===== config.mk =====
export PLATFORM = sky130hd
export DESIGN_NAME = core_top
export DESIGN_NICKNAME = d
export VERILOG_FILES = /design/src/core_ctrl_pkg.sv /design/src/rv32_isa_pkg.sv /design/src/core_top.sv /design/src/decode.sv /design/src/execute_unit.sv /design/src/fetch_unit.sv /design/src/mem_arbiter.sv
export VERILOG_INCLUDE_DIRS = /design/src /design/src/src
export SDC_FILE = /design/constraint.sdc
export NUM_CORES = 2
export LEC_CHECK = 0
export BUFFER_PORTS_ARGS = -buffer_cell sky130_fd_sc_hd__clkbuf_2
export CAP_MARGIN = 20
export CORE_MARGIN = 3
export CORE_UTILIZATION = 40
export CTS_CLUSTER_DIAMETER = 50
export DETAILED_ROUTE_END_ITERATION = 10
export PLACE_DENSITY = 0.63
export SLEW_MARGIN = 20
export SYNTH_ARGS = -nofsm -noshare
export SYNTH_HDL_FRONTEND = slang
export SYNTH_SLANG_ARGS = --single-unit

===== constraint.sdc =====
create_clock -name clk -period 22.4 [get_ports clk]
set_input_delay 6.72 -clock clk [delete_from_list [all_inputs] [get_ports clk]]
set_output_delay 6.72 -clock clk [all_outputs]
set_load 0.005 [all_outputs]

===== src/core_macros.svh =====
`ifndef CORE_MACROS_SVH
`define CORE_MACROS_SVH

// first fetch address out of reset
`define RESET_PC 32'h0000_0000

`define DEC_CREDITS 1 // decode input slot depth
`define EXE_CREDITS 2 // execute queue depth

`define NUM_REGS 32

`endif


===== src/core_ctrl_pkg.sv =====
package core_ctrl_pkg;

typedef logic [1:0] credit_t;

// who is waiting on next cycle's read data
typedef enum logic [1:0] {
	OWN_NONE,
	OWN_FETCH,
	OWN_DATA
} mem_owner_t;

typedef enum logic {
	FS_RUN,
	FS_WAIT_RESP
} fetch_state_t;

typedef enum logic {
	ES_IDLE,
	ES_MEM_WAIT
} exe_state_t;

endpackage : core_ctrl_pkg


===== src/rv32_isa_pkg.sv =====
package rv32_isa_pkg;

typedef logic [31:0] word_t;
typedef logic [4:0] reg_idx_t;

// major opcodes of the supported subset
typedef enum logic [6:0] {
	OP_LUI    = 7'b0110111,
	OP_JAL    = 7'b1101111,
	OP_BRANCH = 7'b1100011,
	OP_LOAD   = 7'b0000011,
	OP_STORE  = 7'b0100011,
	OP_IMM    = 7'b0010011,
	OP_REG    = 7'b0110011
} opcode_t;

// funct3 values for ALU ops and branches
localparam logic [2:0] F3_ADD = 3'b000; // also sub with funct7[5]
localparam logic [2:0] F3_SLT = 3'b010;
localparam logic [2:0] F3_XOR = 3'b100;
localparam logic [2:0] F3_OR  = 3'b110;
localparam logic [2:0] F3_AND = 3'b111;
localparam logic [2:0] F3_BNE = 3'b001;

// branches reuse the op field: sub means beq, xor means bne
typedef enum logic [2:0] {
	ALU_ADD,
	ALU_SUB,
	ALU_AND,
	ALU_OR,
	ALU_XOR,
	ALU_SLT,
	ALU_PASS_B
} alu_op_t;

typedef enum logic [2:0] {
	KIND_ALU,
	KIND_LOAD,
	KIND_STORE,
	KIND_BRANCH,
	KIND_JAL
} instr_kind_t;

endpackage : rv32_isa_pkg


===== src/core_top.sv =====
module core_top import rv32_isa_pkg::*;
(
	input logic clk,
	input logic rst_n,
	output logic mem_req,
	output logic mem_we,
	output word_t mem_addr,
	output word_t mem_wdata,
	input word_t mem_rdata,
	output logic retire_valid,
	output word_t retire_pc,
	output word_t retire_value,
	output reg_idx_t retire_rd
);

logic fd_valid, fd_credit;
word_t fd_pc, fd_instr;
logic de_valid, de_credit;
instr_kind_t de_kind;
alu_op_t de_alu_op;
word_t de_a, de_b, de_imm, de_pc;
reg_idx_t de_rd;
logic wb_valid;
reg_idx_t wb_rd;
word_t wb_data;
logic redirect_valid;
word_t redirect_pc;
logic if_req, if_gnt, if_rvalid;
word_t if_addr, if_rdata;
logic ex_req, ex_we, ex_gnt, ex_rvalid;
word_t ex_addr, ex_wdata, ex_rdata;

fetch_unit fetch_i (
	.clk, .rst_n, .fd_credit, .redirect_valid, .redirect_pc,
	.if_gnt, .if_rvalid, .if_rdata,
	.fd_valid, .fd_pc, .fd_instr, .if_req, .if_addr
);

decode decode_i (
	.clk, .rst_n, .fd_valid, .fd_pc, .fd_instr, .de_credit,
	.wb_valid, .wb_rd, .wb_data, .redirect_valid,
	.fd_credit, .de_valid, .de_kind, .de_alu_op,
	.de_a, .de_b, .de_imm, .de_pc, .de_rd
);

execute_unit execute_i (
	.clk, .rst_n, .de_valid, .de_kind, .de_alu_op, .de_a, .de_b, .de_imm,
	.de_rd, .de_pc, .ex_gnt, .ex_rvalid, .ex_rdata,
	.de_credit, .wb_valid, .wb_rd, .wb_data, .redirect_valid, .redirect_pc,
	.ex_req, .ex_we, .ex_addr, .ex_wdata,
	.retire_valid, .retire_pc, .retire_value, .retire_rd
);

mem_arbiter arbiter_i (
	.clk, .rst_n, .if_req, .if_addr, .ex_req, .ex_we, .ex_addr, .ex_wdata,
	.mem_rdata, .if_gnt, .if_rvalid, .if_rdata, .ex_gnt, .ex_rvalid, .ex_rdata,
	.mem_req, .mem_we, .mem_addr, .mem_wdata
);

endmodule : core_top


===== src/decode.sv =====
`include "core_macros.svh"

module decode import rv32_isa_pkg::*, core_ctrl_pkg::*;
(
	input logic clk,
	input logic rst_n,
	input logic fd_valid,
	input word_t fd_pc,
	input word_t fd_instr,
	input logic de_credit,
	input logic wb_valid,
	input reg_idx_t wb_rd,
	input word_t wb_data,
	input logic redirect_valid,
	output logic fd_credit,
	output logic de_valid,
	output instr_kind_t de_kind,
	output alu_op_t de_alu_op,
	output word_t de_a,
	output word_t de_b,
	output word_t de_imm,
	output word_t de_pc,
	output reg_idx_t de_rd
);

logic slot_valid;
word_t slot_pc;
word_t slot_instr;
logic branch_pending; // wrong-path words dropped until redirect
credit_t exe_credits;
logic [`NUM_REGS-1:0] busy; // scoreboard, one bit per register
word_t regs [`NUM_REGS];

opcode_t opcode;
logic [2:0] funct3;
logic [6:0] funct7;
reg_idx_t rs1;
reg_idx_t rs2;
reg_idx_t rd;
word_t imm_i, imm_s, imm_b, imm_u, imm_j;
word_t rs1_val;
word_t rs2_val;
logic use_rs1, use_rs2, use_imm, writes_rd;
logic rs1_busy, rs2_busy, rd_busy;
logic issue;
logic drop;

assign opcode = opcode_t'(slot_instr[6:0]);
assign funct3 = slot_instr[14:12];
assign funct7 = slot_instr[31:25];
assign rs1 = slot_instr[19:15];
assign rs2 = slot_instr[24:20];
assign rd = slot_instr[11:7];

assign imm_i = {{20{slot_instr[31]}}, slot_instr[31:20]};
assign imm_s = {{20{slot_instr[31]}}, slot_instr[31:25], slot_instr[11:7]};
assign imm_b = {{19{slot_instr[31]}}, slot_instr[31], slot_instr[7],
	slot_instr[30:25], slot_instr[11:8], 1'b0};
assign imm_u = {slot_instr[31:12], 12'b0};
assign imm_j = {{11{slot_instr[31]}}, slot_instr[31], slot_instr[19:12],
	slot_instr[20], slot_instr[30:21], 1'b0};

always_comb begin
	de_kind = KIND_ALU;
	de_alu_op = ALU_ADD;
	de_imm = imm_i;
	use_rs1 = 1'b1;
	use_rs2 = 1'b0;
	use_imm = 1'b1;
	writes_rd = 1'b1;
	case (opcode)
		OP_LUI: begin
			de_alu_op = ALU_PASS_B;
			de_imm = imm_u;
			use_rs1 = 1'b0;
		end
		OP_IMM, OP_REG: begin
			use_imm = (opcode == OP_IMM);
			use_rs2 = (opcode == OP_REG);
			case (funct3)
				F3_ADD: de_alu_op = (opcode == OP_REG && funct7[5]) ? ALU_SUB : ALU_ADD;
				F3_SLT: de_alu_op = ALU_SLT;
				F3_XOR: de_alu_op = ALU_XOR;
				F3_OR: de_alu_op = ALU_OR;
				F3_AND: de_alu_op = ALU_AND;
				default: de_alu_op = ALU_ADD;
			endcase
		end
		OP_LOAD: de_kind = KIND_LOAD;
		OP_STORE: begin
			de_kind = KIND_STORE;
			de_imm = imm_s;
			use_rs2 = 1'b1; // store data rides on de_b
			use_imm = 1'b0;
			writes_rd = 1'b0;
		end
		OP_BRANCH: begin
			de_kind = KIND_BRANCH;
			de_alu_op = (funct3 == F3_BNE) ? ALU_XOR : ALU_SUB;
			de_imm = imm_b;
			use_rs2 = 1'b1;
			use_imm = 1'b0;
			writes_rd = 1'b0;
		end
		OP_JAL: begin
			de_kind = KIND_JAL;
			de_imm = imm_j;
			use_rs1 = 1'b0;
		end
		default: writes_rd = 1'b0; // outside the subset, retires as a nop
	endcase
end

// register read with write-back bypass
always_comb begin
	rs1_val = regs[rs1];
	if (rs1 == '0)
		rs1_val = '0;
	else if (wb_valid && wb_rd == rs1)
		rs1_val = wb_data;
	rs2_val = regs[rs2];
	if (rs2 == '0)
		rs2_val = '0;
	else if (wb_valid && wb_rd == rs2)
		rs2_val = wb_data;
end

// a bit being cleared this cycle no longer blocks
assign rs1_busy = use_rs1 && busy[rs1] && !(wb_valid && wb_rd == rs1);
assign rs2_busy = use_rs2 && busy[rs2] && !(wb_valid && wb_rd == rs2);
assign rd_busy = writes_rd && busy[rd] && !(wb_valid && wb_rd == rd);

assign issue = slot_valid && !branch_pending && (exe_credits != '0) &&
	!rs1_busy && !rs2_busy && !rd_busy;
assign drop = fd_valid && branch_pending;
assign fd_credit = issue || drop;

assign de_valid = issue;
assign de_a = rs1_val;
assign de_b = use_imm ? de_imm : rs2_val;
assign de_pc = slot_pc;
assign de_rd = writes_rd ? rd : '0;

always_ff @(posedge clk) begin
	if (!rst_n) begin
		slot_valid <= 1'b0;
		branch_pending <= 1'b0;
		exe_credits <= credit_t'(`EXE_CREDITS);
		busy <= '0;
	end else begin
		exe_credits <= exe_credits - credit_t'(issue) + credit_t'(de_credit);
		if (fd_valid && !branch_pending)
			slot_valid <= 1'b1;
		else if (issue)
			slot_valid <= 1'b0;
		if (redirect_valid)
			branch_pending <= 1'b0;
		else if (issue && (de_kind == KIND_BRANCH || de_kind == KIND_JAL))
			branch_pending <= 1'b1;
		for (int r = 1; r < `NUM_REGS; r++) begin // x0 never busy
			if (issue && writes_rd && rd == reg_idx_t'(r))
				busy[r] <= 1'b1;
			else if (wb_valid && wb_rd == reg_idx_t'(r))
				busy[r] <= 1'b0;
		end
	end
end

always_ff @(posedge clk) begin
	if (fd_valid && !branch_pending) begin
		slot_pc <= fd_pc;
		slot_instr <= fd_instr;
	end
	if (wb_valid && wb_rd != '0)
		regs[wb_rd] <= wb_data;
end

endmodule : decode


===== src/execute_unit.sv =====
`include "core_macros.svh"

module execute_unit import rv32_isa_pkg::*, core_ctrl_pkg::*;
(
	input logic clk,
	input logic rst_n,
	input logic de_valid,
	input instr_kind_t de_kind,
	input alu_op_t de_alu_op,
	input word_t de_a,
	input word_t de_b,
	input word_t de_imm,
	input reg_idx_t de_rd,
	input word_t de_pc,
	input logic ex_gnt,
	input logic ex_rvalid,
	input word_t ex_rdata,
	output logic de_credit,
	output logic wb_valid,
	output reg_idx_t wb_rd,
	output word_t wb_data,
	output logic redirect_valid,
	output word_t redirect_pc,
	output logic ex_req,
	output logic ex_we,
	output word_t ex_addr,
	output word_t ex_wdata,
	output logic retire_valid,
	output word_t retire_pc,
	output word_t retire_value,
	output reg_idx_t retire_rd
);

localparam int PTR_W = $clog2(`EXE_CREDITS);

instr_kind_t q_kind [`EXE_CREDITS];
alu_op_t q_op [`EXE_CREDITS];
word_t q_a [`EXE_CREDITS];
word_t q_b [`EXE_CREDITS];
word_t q_imm [`EXE_CREDITS];
word_t q_pc [`EXE_CREDITS];
reg_idx_t q_rd [`EXE_CREDITS];
logic [PTR_W-1:0] wr_ptr;
logic [PTR_W-1:0] rd_ptr;
credit_t q_count;
exe_state_t state;
logic head_seen; // head has sat one cycle
logic head_valid, is_mem, is_flow, taken, retire;
word_t alu_out;
word_t result;

assign head_valid = (q_count != '0);
assign is_mem = (q_kind[rd_ptr] == KIND_LOAD) || (q_kind[rd_ptr] == KIND_STORE);
assign is_flow = (q_kind[rd_ptr] == KIND_BRANCH) || (q_kind[rd_ptr] == KIND_JAL);

always_comb begin
	case (q_op[rd_ptr])
		ALU_ADD: alu_out = q_a[rd_ptr] + q_b[rd_ptr];
		ALU_SUB: alu_out = q_a[rd_ptr] - q_b[rd_ptr];
		ALU_AND: alu_out = q_a[rd_ptr] & q_b[rd_ptr];
		ALU_OR: alu_out = q_a[rd_ptr] | q_b[rd_ptr];
		ALU_XOR: alu_out = q_a[rd_ptr] ^ q_b[rd_ptr];
		ALU_SLT: alu_out = {31'b0, $signed(q_a[rd_ptr]) < $signed(q_b[rd_ptr])};
		default: alu_out = q_b[rd_ptr]; // lui
	endcase
end

// sub marks beq, xor marks bne
assign taken = (q_kind[rd_ptr] == KIND_JAL) ||
	((q_op[rd_ptr] == ALU_SUB) ? (q_a[rd_ptr] == q_b[rd_ptr]) : (q_a[rd_ptr] != q_b[rd_ptr]));

assign ex_req = head_valid && is_mem && (state == ES_IDLE);
assign ex_we = (q_kind[rd_ptr] == KIND_STORE);
assign ex_addr = q_a[rd_ptr] + q_imm[rd_ptr];
assign ex_wdata = q_b[rd_ptr];

assign retire = (head_valid && !is_mem && head_seen) ||
	(ex_req && ex_gnt && ex_we) ||
	((state == ES_MEM_WAIT) && ex_rvalid);

always_comb begin
	case (q_kind[rd_ptr])
		KIND_ALU: result = alu_out;
		KIND_JAL: result = q_pc[rd_ptr] + 32'd4; // link
		KIND_LOAD: result = ex_rdata;
		default: result = '0;
	endcase
	if (q_rd[rd_ptr] == '0)
		result = '0;
end

assign de_credit = retire;
assign wb_valid = retire;
assign wb_rd = q_rd[rd_ptr];
assign wb_data = result;
assign retire_valid = retire;
assign retire_pc = q_pc[rd_ptr];
assign retire_value = result;
assign retire_rd = q_rd[rd_ptr];
assign redirect_valid = retire && is_flow;
assign redirect_pc = taken ? q_pc[rd_ptr] + q_imm[rd_ptr] : q_pc[rd_ptr] + 32'd4;

always_ff @(posedge clk) begin
	if (!rst_n) begin
		wr_ptr <= '0;
		rd_ptr <= '0;
		q_count <= '0;
		state <= ES_IDLE;
		head_seen <= 1'b0;
	end else begin
		q_count <= q_count + credit_t'(de_valid) - credit_t'(retire);
		if (de_valid)
			wr_ptr <= wr_ptr + 1'b1;
		if (retire)
			rd_ptr <= rd_ptr + 1'b1;
		head_seen <= head_valid && !retire;
		case (state)
			ES_IDLE: begin
				if (ex_req && ex_gnt && !ex_we)
					state <= ES_MEM_WAIT;
			end
			ES_MEM_WAIT: begin
				if (ex_rvalid)
					state <= ES_IDLE;
			end
			default: state <= ES_IDLE;
		endcase
	end
end

always_ff @(posedge clk) begin
	if (de_valid) begin
		q_kind[wr_ptr] <= de_kind;
		q_op[wr_ptr] <= de_alu_op;
		q_a[wr_ptr] <= de_a;
		q_b[wr_ptr] <= de_b;
		q_imm[wr_ptr] <= de_imm;
		q_pc[wr_ptr] <= de_pc;
		q_rd[wr_ptr] <= de_rd;
	end
end

endmodule : execute_unit


===== src/fetch_unit.sv =====
`include "core_macros.svh"

module fetch_unit import rv32_isa_pkg::*, core_ctrl_pkg::*;
(
	input logic clk,
	input logic rst_n,
	input logic fd_credit,
	input logic redirect_valid,
	input word_t redirect_pc,
	input logic if_gnt,
	input logic if_rvalid,
	input word_t if_rdata,
	output logic fd_valid,
	output word_t fd_pc,
	output word_t fd_instr,
	output logic if_req,
	output word_t if_addr
);

fetch_state_t state;
word_t pc;
credit_t credits;
logic epoch;
logic req_epoch; // epoch of the request in flight
logic resp_ok;

// the word in fd_valid still owns its credit until this edge
assign if_req = (state == FS_RUN) && (credits != '0) && !fd_valid;
assign if_addr = pc;

// response from the current path and no redirect landing now
assign resp_ok = if_rvalid && (req_epoch == epoch) && !redirect_valid;

always_ff @(posedge clk) begin
	if (!rst_n) begin
		state <= FS_RUN;
		pc <= `RESET_PC;
		credits <= credit_t'(`DEC_CREDITS);
		epoch <= 1'b0;
		req_epoch <= 1'b0;
		fd_valid <= 1'b0;
	end else begin
		credits <= credits - credit_t'(fd_valid) + credit_t'(fd_credit);
		epoch <= epoch ^ redirect_valid;
		fd_valid <= resp_ok;
		case (state)
			FS_RUN: begin
				if (if_req && if_gnt) begin // lost grant just retries
					state <= FS_WAIT_RESP;
					req_epoch <= epoch;
				end
			end
			FS_WAIT_RESP: begin
				if (if_rvalid)
					state <= FS_RUN;
			end
			default: state <= FS_RUN;
		endcase
		if (redirect_valid)
			pc <= redirect_pc;
		else if (resp_ok)
			pc <= pc + 32'd4;
	end
end

always_ff @(posedge clk) begin
	if (resp_ok) begin
		fd_pc <= pc; // pc still holds the requested address
		fd_instr <= if_rdata;
	end
end

endmodule : fetch_unit


===== src/mem_arbiter.sv =====
module mem_arbiter import rv32_isa_pkg::*, core_ctrl_pkg::*;
(
	input logic clk,
	input logic rst_n,
	input logic if_req,
	input word_t if_addr,
	input logic ex_req,
	input logic ex_we,
	input word_t ex_addr,
	input word_t ex_wdata,
	input word_t mem_rdata,
	output logic if_gnt,
	output logic if_rvalid,
	output word_t if_rdata,
	output logic ex_gnt,
	output logic ex_rvalid,
	output word_t ex_rdata,
	output logic mem_req,
	output logic mem_we,
	output word_t mem_addr,
	output word_t mem_wdata
);

mem_owner_t owner; // owner of the read issued last cycle
mem_owner_t owner_next;

// data side always wins
assign ex_gnt = ex_req;
assign if_gnt = if_req && !ex_req;

assign mem_req = if_req || ex_req;
assign mem_we = ex_req && ex_we;
assign mem_addr = ex_req ? ex_addr : if_addr;
assign mem_wdata = ex_wdata;

always_comb begin
	owner_next = OWN_NONE;
	if (ex_gnt && !ex_we)
		owner_next = OWN_DATA;
	else if (if_gnt)
		owner_next = OWN_FETCH;
end

assign if_rvalid = (owner == OWN_FETCH);
assign if_rdata = if_rvalid ? mem_rdata : '0;
assign ex_rvalid = (owner == OWN_DATA);
assign ex_rdata = ex_rvalid ? mem_rdata : '0;

always_ff @(posedge clk) begin
	if (!rst_n)
		owner <= OWN_NONE;
	else
		owner <= owner_next;
end

endmodule : mem_arbiter


==> results.tsv <==
stage	metric	value	unit
timing	hold_viol	0	
floorplanning	start_util	0.405	
setup_path	cpMaxStageDelayCell	inv_1	
drt	drtAntennaViolNets	0	
power	p_leak	29.5	nW
cts	cts_made_buffers	169	
timing	clock_skew	0.0516	ns
power	powerDensity	109	nW/um^2
placement	dp_hpwl	169	mm
drt	post_drt_wl_per_cell	32.7	um
synthesis	synth_flop_cell	edfxtp_1	
cts	cts_setup_buffers	0	
timing	worst_slew_pin_slew	1.11	ns
global_routing	overflow	0	
setup_path	critPathKind	in -> out	
cts	cts_hold_buffers	0	
global_routing	grt_usage	0.256	
synthesis	synth_cell_types	105	
placement	port_buffers	169	
drt	drt_iter0_markers	6542	
floorplanning	rows	161	
cts	cts_root_buf	clkbuf_16	
timing	tns	0	ns
synthesis	avgSynthCellArea	15.4	sq um
cts	ctsHtreeMaxLevel	4	
outcome	run_status	complete, no violations	
final_layout	nFillCells	16900	
global_routing	grt_pass1_wl	371	mm
placement	placed_area	82800	sq um
cts	cts.clk_slew.worst_paths	0.06	ns
min_path	hp-class	reg -> reg	
timing	period_share	0.704	
flow_run	maxCapViolations	0	
setup_path	arrival	9.04	ns
final_layout	seq_area	44800	sq um
global_routing	grt_start_max_net_pins	136	
global_routing	grt_pass1_vias	49700	
drt	drt_pass1_iterations	7	
final_layout	syn_to_final_growth	12.5	%
synthesis	synth_edf_count	1430	
final_layout	multi_input_area	32300	sq um
setup_path	critPathMaxStageDelay	0.65	ns
power	ir_drop	86.5	uV
synthesis	ys_seq_area_frac	0.571	
timing	drv_slew	0	
setup_path	critPathMostFrequentCell	clkbuf_2	
min_path	hold_depth	0	
floorplanning	io_pins	170	
drt	routed_via_density	6.35	
synthesis	netlist_instances	5101	
cts	ctsResizeCount	0	
timing	worst_hold_slack	0.415	ns
timing	max_freq	0.0634	GHz
setup_path	crit_chain	clkbuf_2 > a22oi_1 > o32ai_1 > a41oi_1 > inv_1 > clkbuf_2	
synthesis	ys_ff_latch	1522	
cts	clock_sinks	1522	
timing	relSlewSlack	0.259	
final_layout	nets	5498	
final_layout	final_cell_mix	1430 x edfxtp_1, 666 x mux4_2, 272 x nand2_1, 241 x a21oi_1, 210 x o21ai_0	
final_layout	fin_area	88300	sq um
setup_path	end_kind	primary output	
setup_path	worstPathMaxFanout	33	
drt	drc	0	
timing	period_minus_slack	15.76	ns
timing	setup_viol	0	
synthesis	yosysWarnings	0	
synthesis	async_flop_share	0	
global_routing	antenna_found_initial	10	
setup_path	worstRegToRegCells	14	
drt	routed_wl	263	mm
cts	cts_buffer_depth	3	
cts	tritoncts	yes	
setup_path	cp.required	15.68	ns
floorplanning	chipWidth	449	um
cts	clk_latency	0.83	ns
floorplanning	coreArea	194000	sq um
final_layout	final_common_cell	edfxtp_1	
final_layout	drive_gt1_frac	0.265	
floorplanning	die_area	201000	sq um
drt	via_count	51000	
placement	gp_congestion	0.988	
setup_path	critPathLaunchType	input pin	
timing	rsz0062_at_grt	no	
floorplanning	die_h	449	um
synthesis	synth_area	78500	sq um
-- per-layer routing --
layer / GRT usage / routed length, um / up-vias
met4: 0.114 / 13400 / 4
met1: 0.346 / 101000 / 26500
li1: - / - / 21000
met5: 0 / 25 / -
met3: 0.0517 / 26400 / 538
met2: 0.400 / 122000 / 2963
-- final cells by class --
| cell class | instances | area share |
|---|---|---|
| timing repair buffer | 306 | 0.0219 |
| tap | 2608 | 0.0370 |
| inverter | 158 | 0.00672 |
| multi-input combinational | 3130 | 0.365 |
| clock inverter | 98 | 0.0109 |
| clock buffer | 209 | 0.0504 |
| sequential | 1522 | 0.508 |
| antenna | 3 | 0.0000850 |
-- critical path: cells and delay by family --
| kind | cells | cell delay, ns |
|---|---|---|
| AOI/OAI and AO/OA | 3 | 1.29 |
| buffers and inverters | 3 | 1.03 |
-- worst paths after layout --
kind	start	endpoint	slack, ns
max	mem_rdata[6]	retire_value[6]	6.64
min	fetch_i.fd_pc[31]$_DFFE_PP_	decode_i.de_pc[31]$_DFFE_PP_	0.41
max reg2reg	flip-flop	execute_i.q_b[1][23]$_DFFE_PP_	14.85
min reg2reg	fetch_i.fd_pc[31]$_DFFE_PP_	decode_i.de_pc[31]$_DFFE_PP_	0.41
-- stage by stage --
step / cells / total power [mW] / utilization / worst slack [ns]
after floorplan: 5132 / 5.81 / - / 7.33
after global placement: 7723 / 6.93 / 0.427 / 6.63
after detailed placement: 7723 / 6.95 / 0.427 / 6.53
after CTS: 8030 / 9.66 / 0.455 / 6.53
after global routing: 8031 / 10.0 / 0.456 / 6.57
final: 8034 / 9.66 / 0.456 / 6.64
-- kinds of logic (layout without fill, tap and decap cells) --
kind of cell | Yosys count | after routing | synth area share
flip-flops | 1522 | 1522 | 0.571
AND/OR/NAND/NOR | 952 | 952 | 0.0594
AO/OA/AOI/OAI | 933 | 933 | 0.0777
multiplexers | 895 | 895 | 0.223
buffers and inverters | 480 | 771 | 0.0249
adder cells (fa/ha/maj) | 177 | 177 | 0.0286
XOR/XNOR | 141 | 141 | 0.0157
other | 1 | 35 | 0.0000478
-- registers in the layout, indices dropped and copies added (netlist names), 32 cells and up, named ones only --
| signal | cells |
|---|---|
| decode_i.de_pc | 32 |
| decode_i.regs | 1024 |
| decode_i.slot_instr | 32 |
| execute_i.q_a | 64 |
| execute_i.q_b | 64 |
| execute_i.q_imm | 64 |
| execute_i.q_pc | 64 |
| fetch_i.fd_instr | 32 |
| fetch_i.fd_pc | 32 |
| fetch_i.if_addr | 32 |
-- power breakdown --
group / total (mW) / switching, mW / internal, mW
Clock: 2.72 / 1.17 / 1.55
Sequential: 3.61 / 0.181 / 3.43
Combinational: 3.34 / 2.00 / 1.34
-- cells in the mapped netlist, types with 81 or more instances --
cell	instances	area [sq um]
mux2_2	90	1010
edfxtp_1	1430	42900
nand3_1	81	405
ha_1	173	2160
clkbuf_1	186	698
a21oi_1	244	1220
mux4_2	666	15000
xnor2_1	94	823
dfxtp_1	92	1840
mux2i_1	132	1320
nor2_1	247	927
nand2_1	272	1020
inv_1	155	582
o21ai_0	211	1060
No activity file was read; power rests on OpenSTA's default activity.
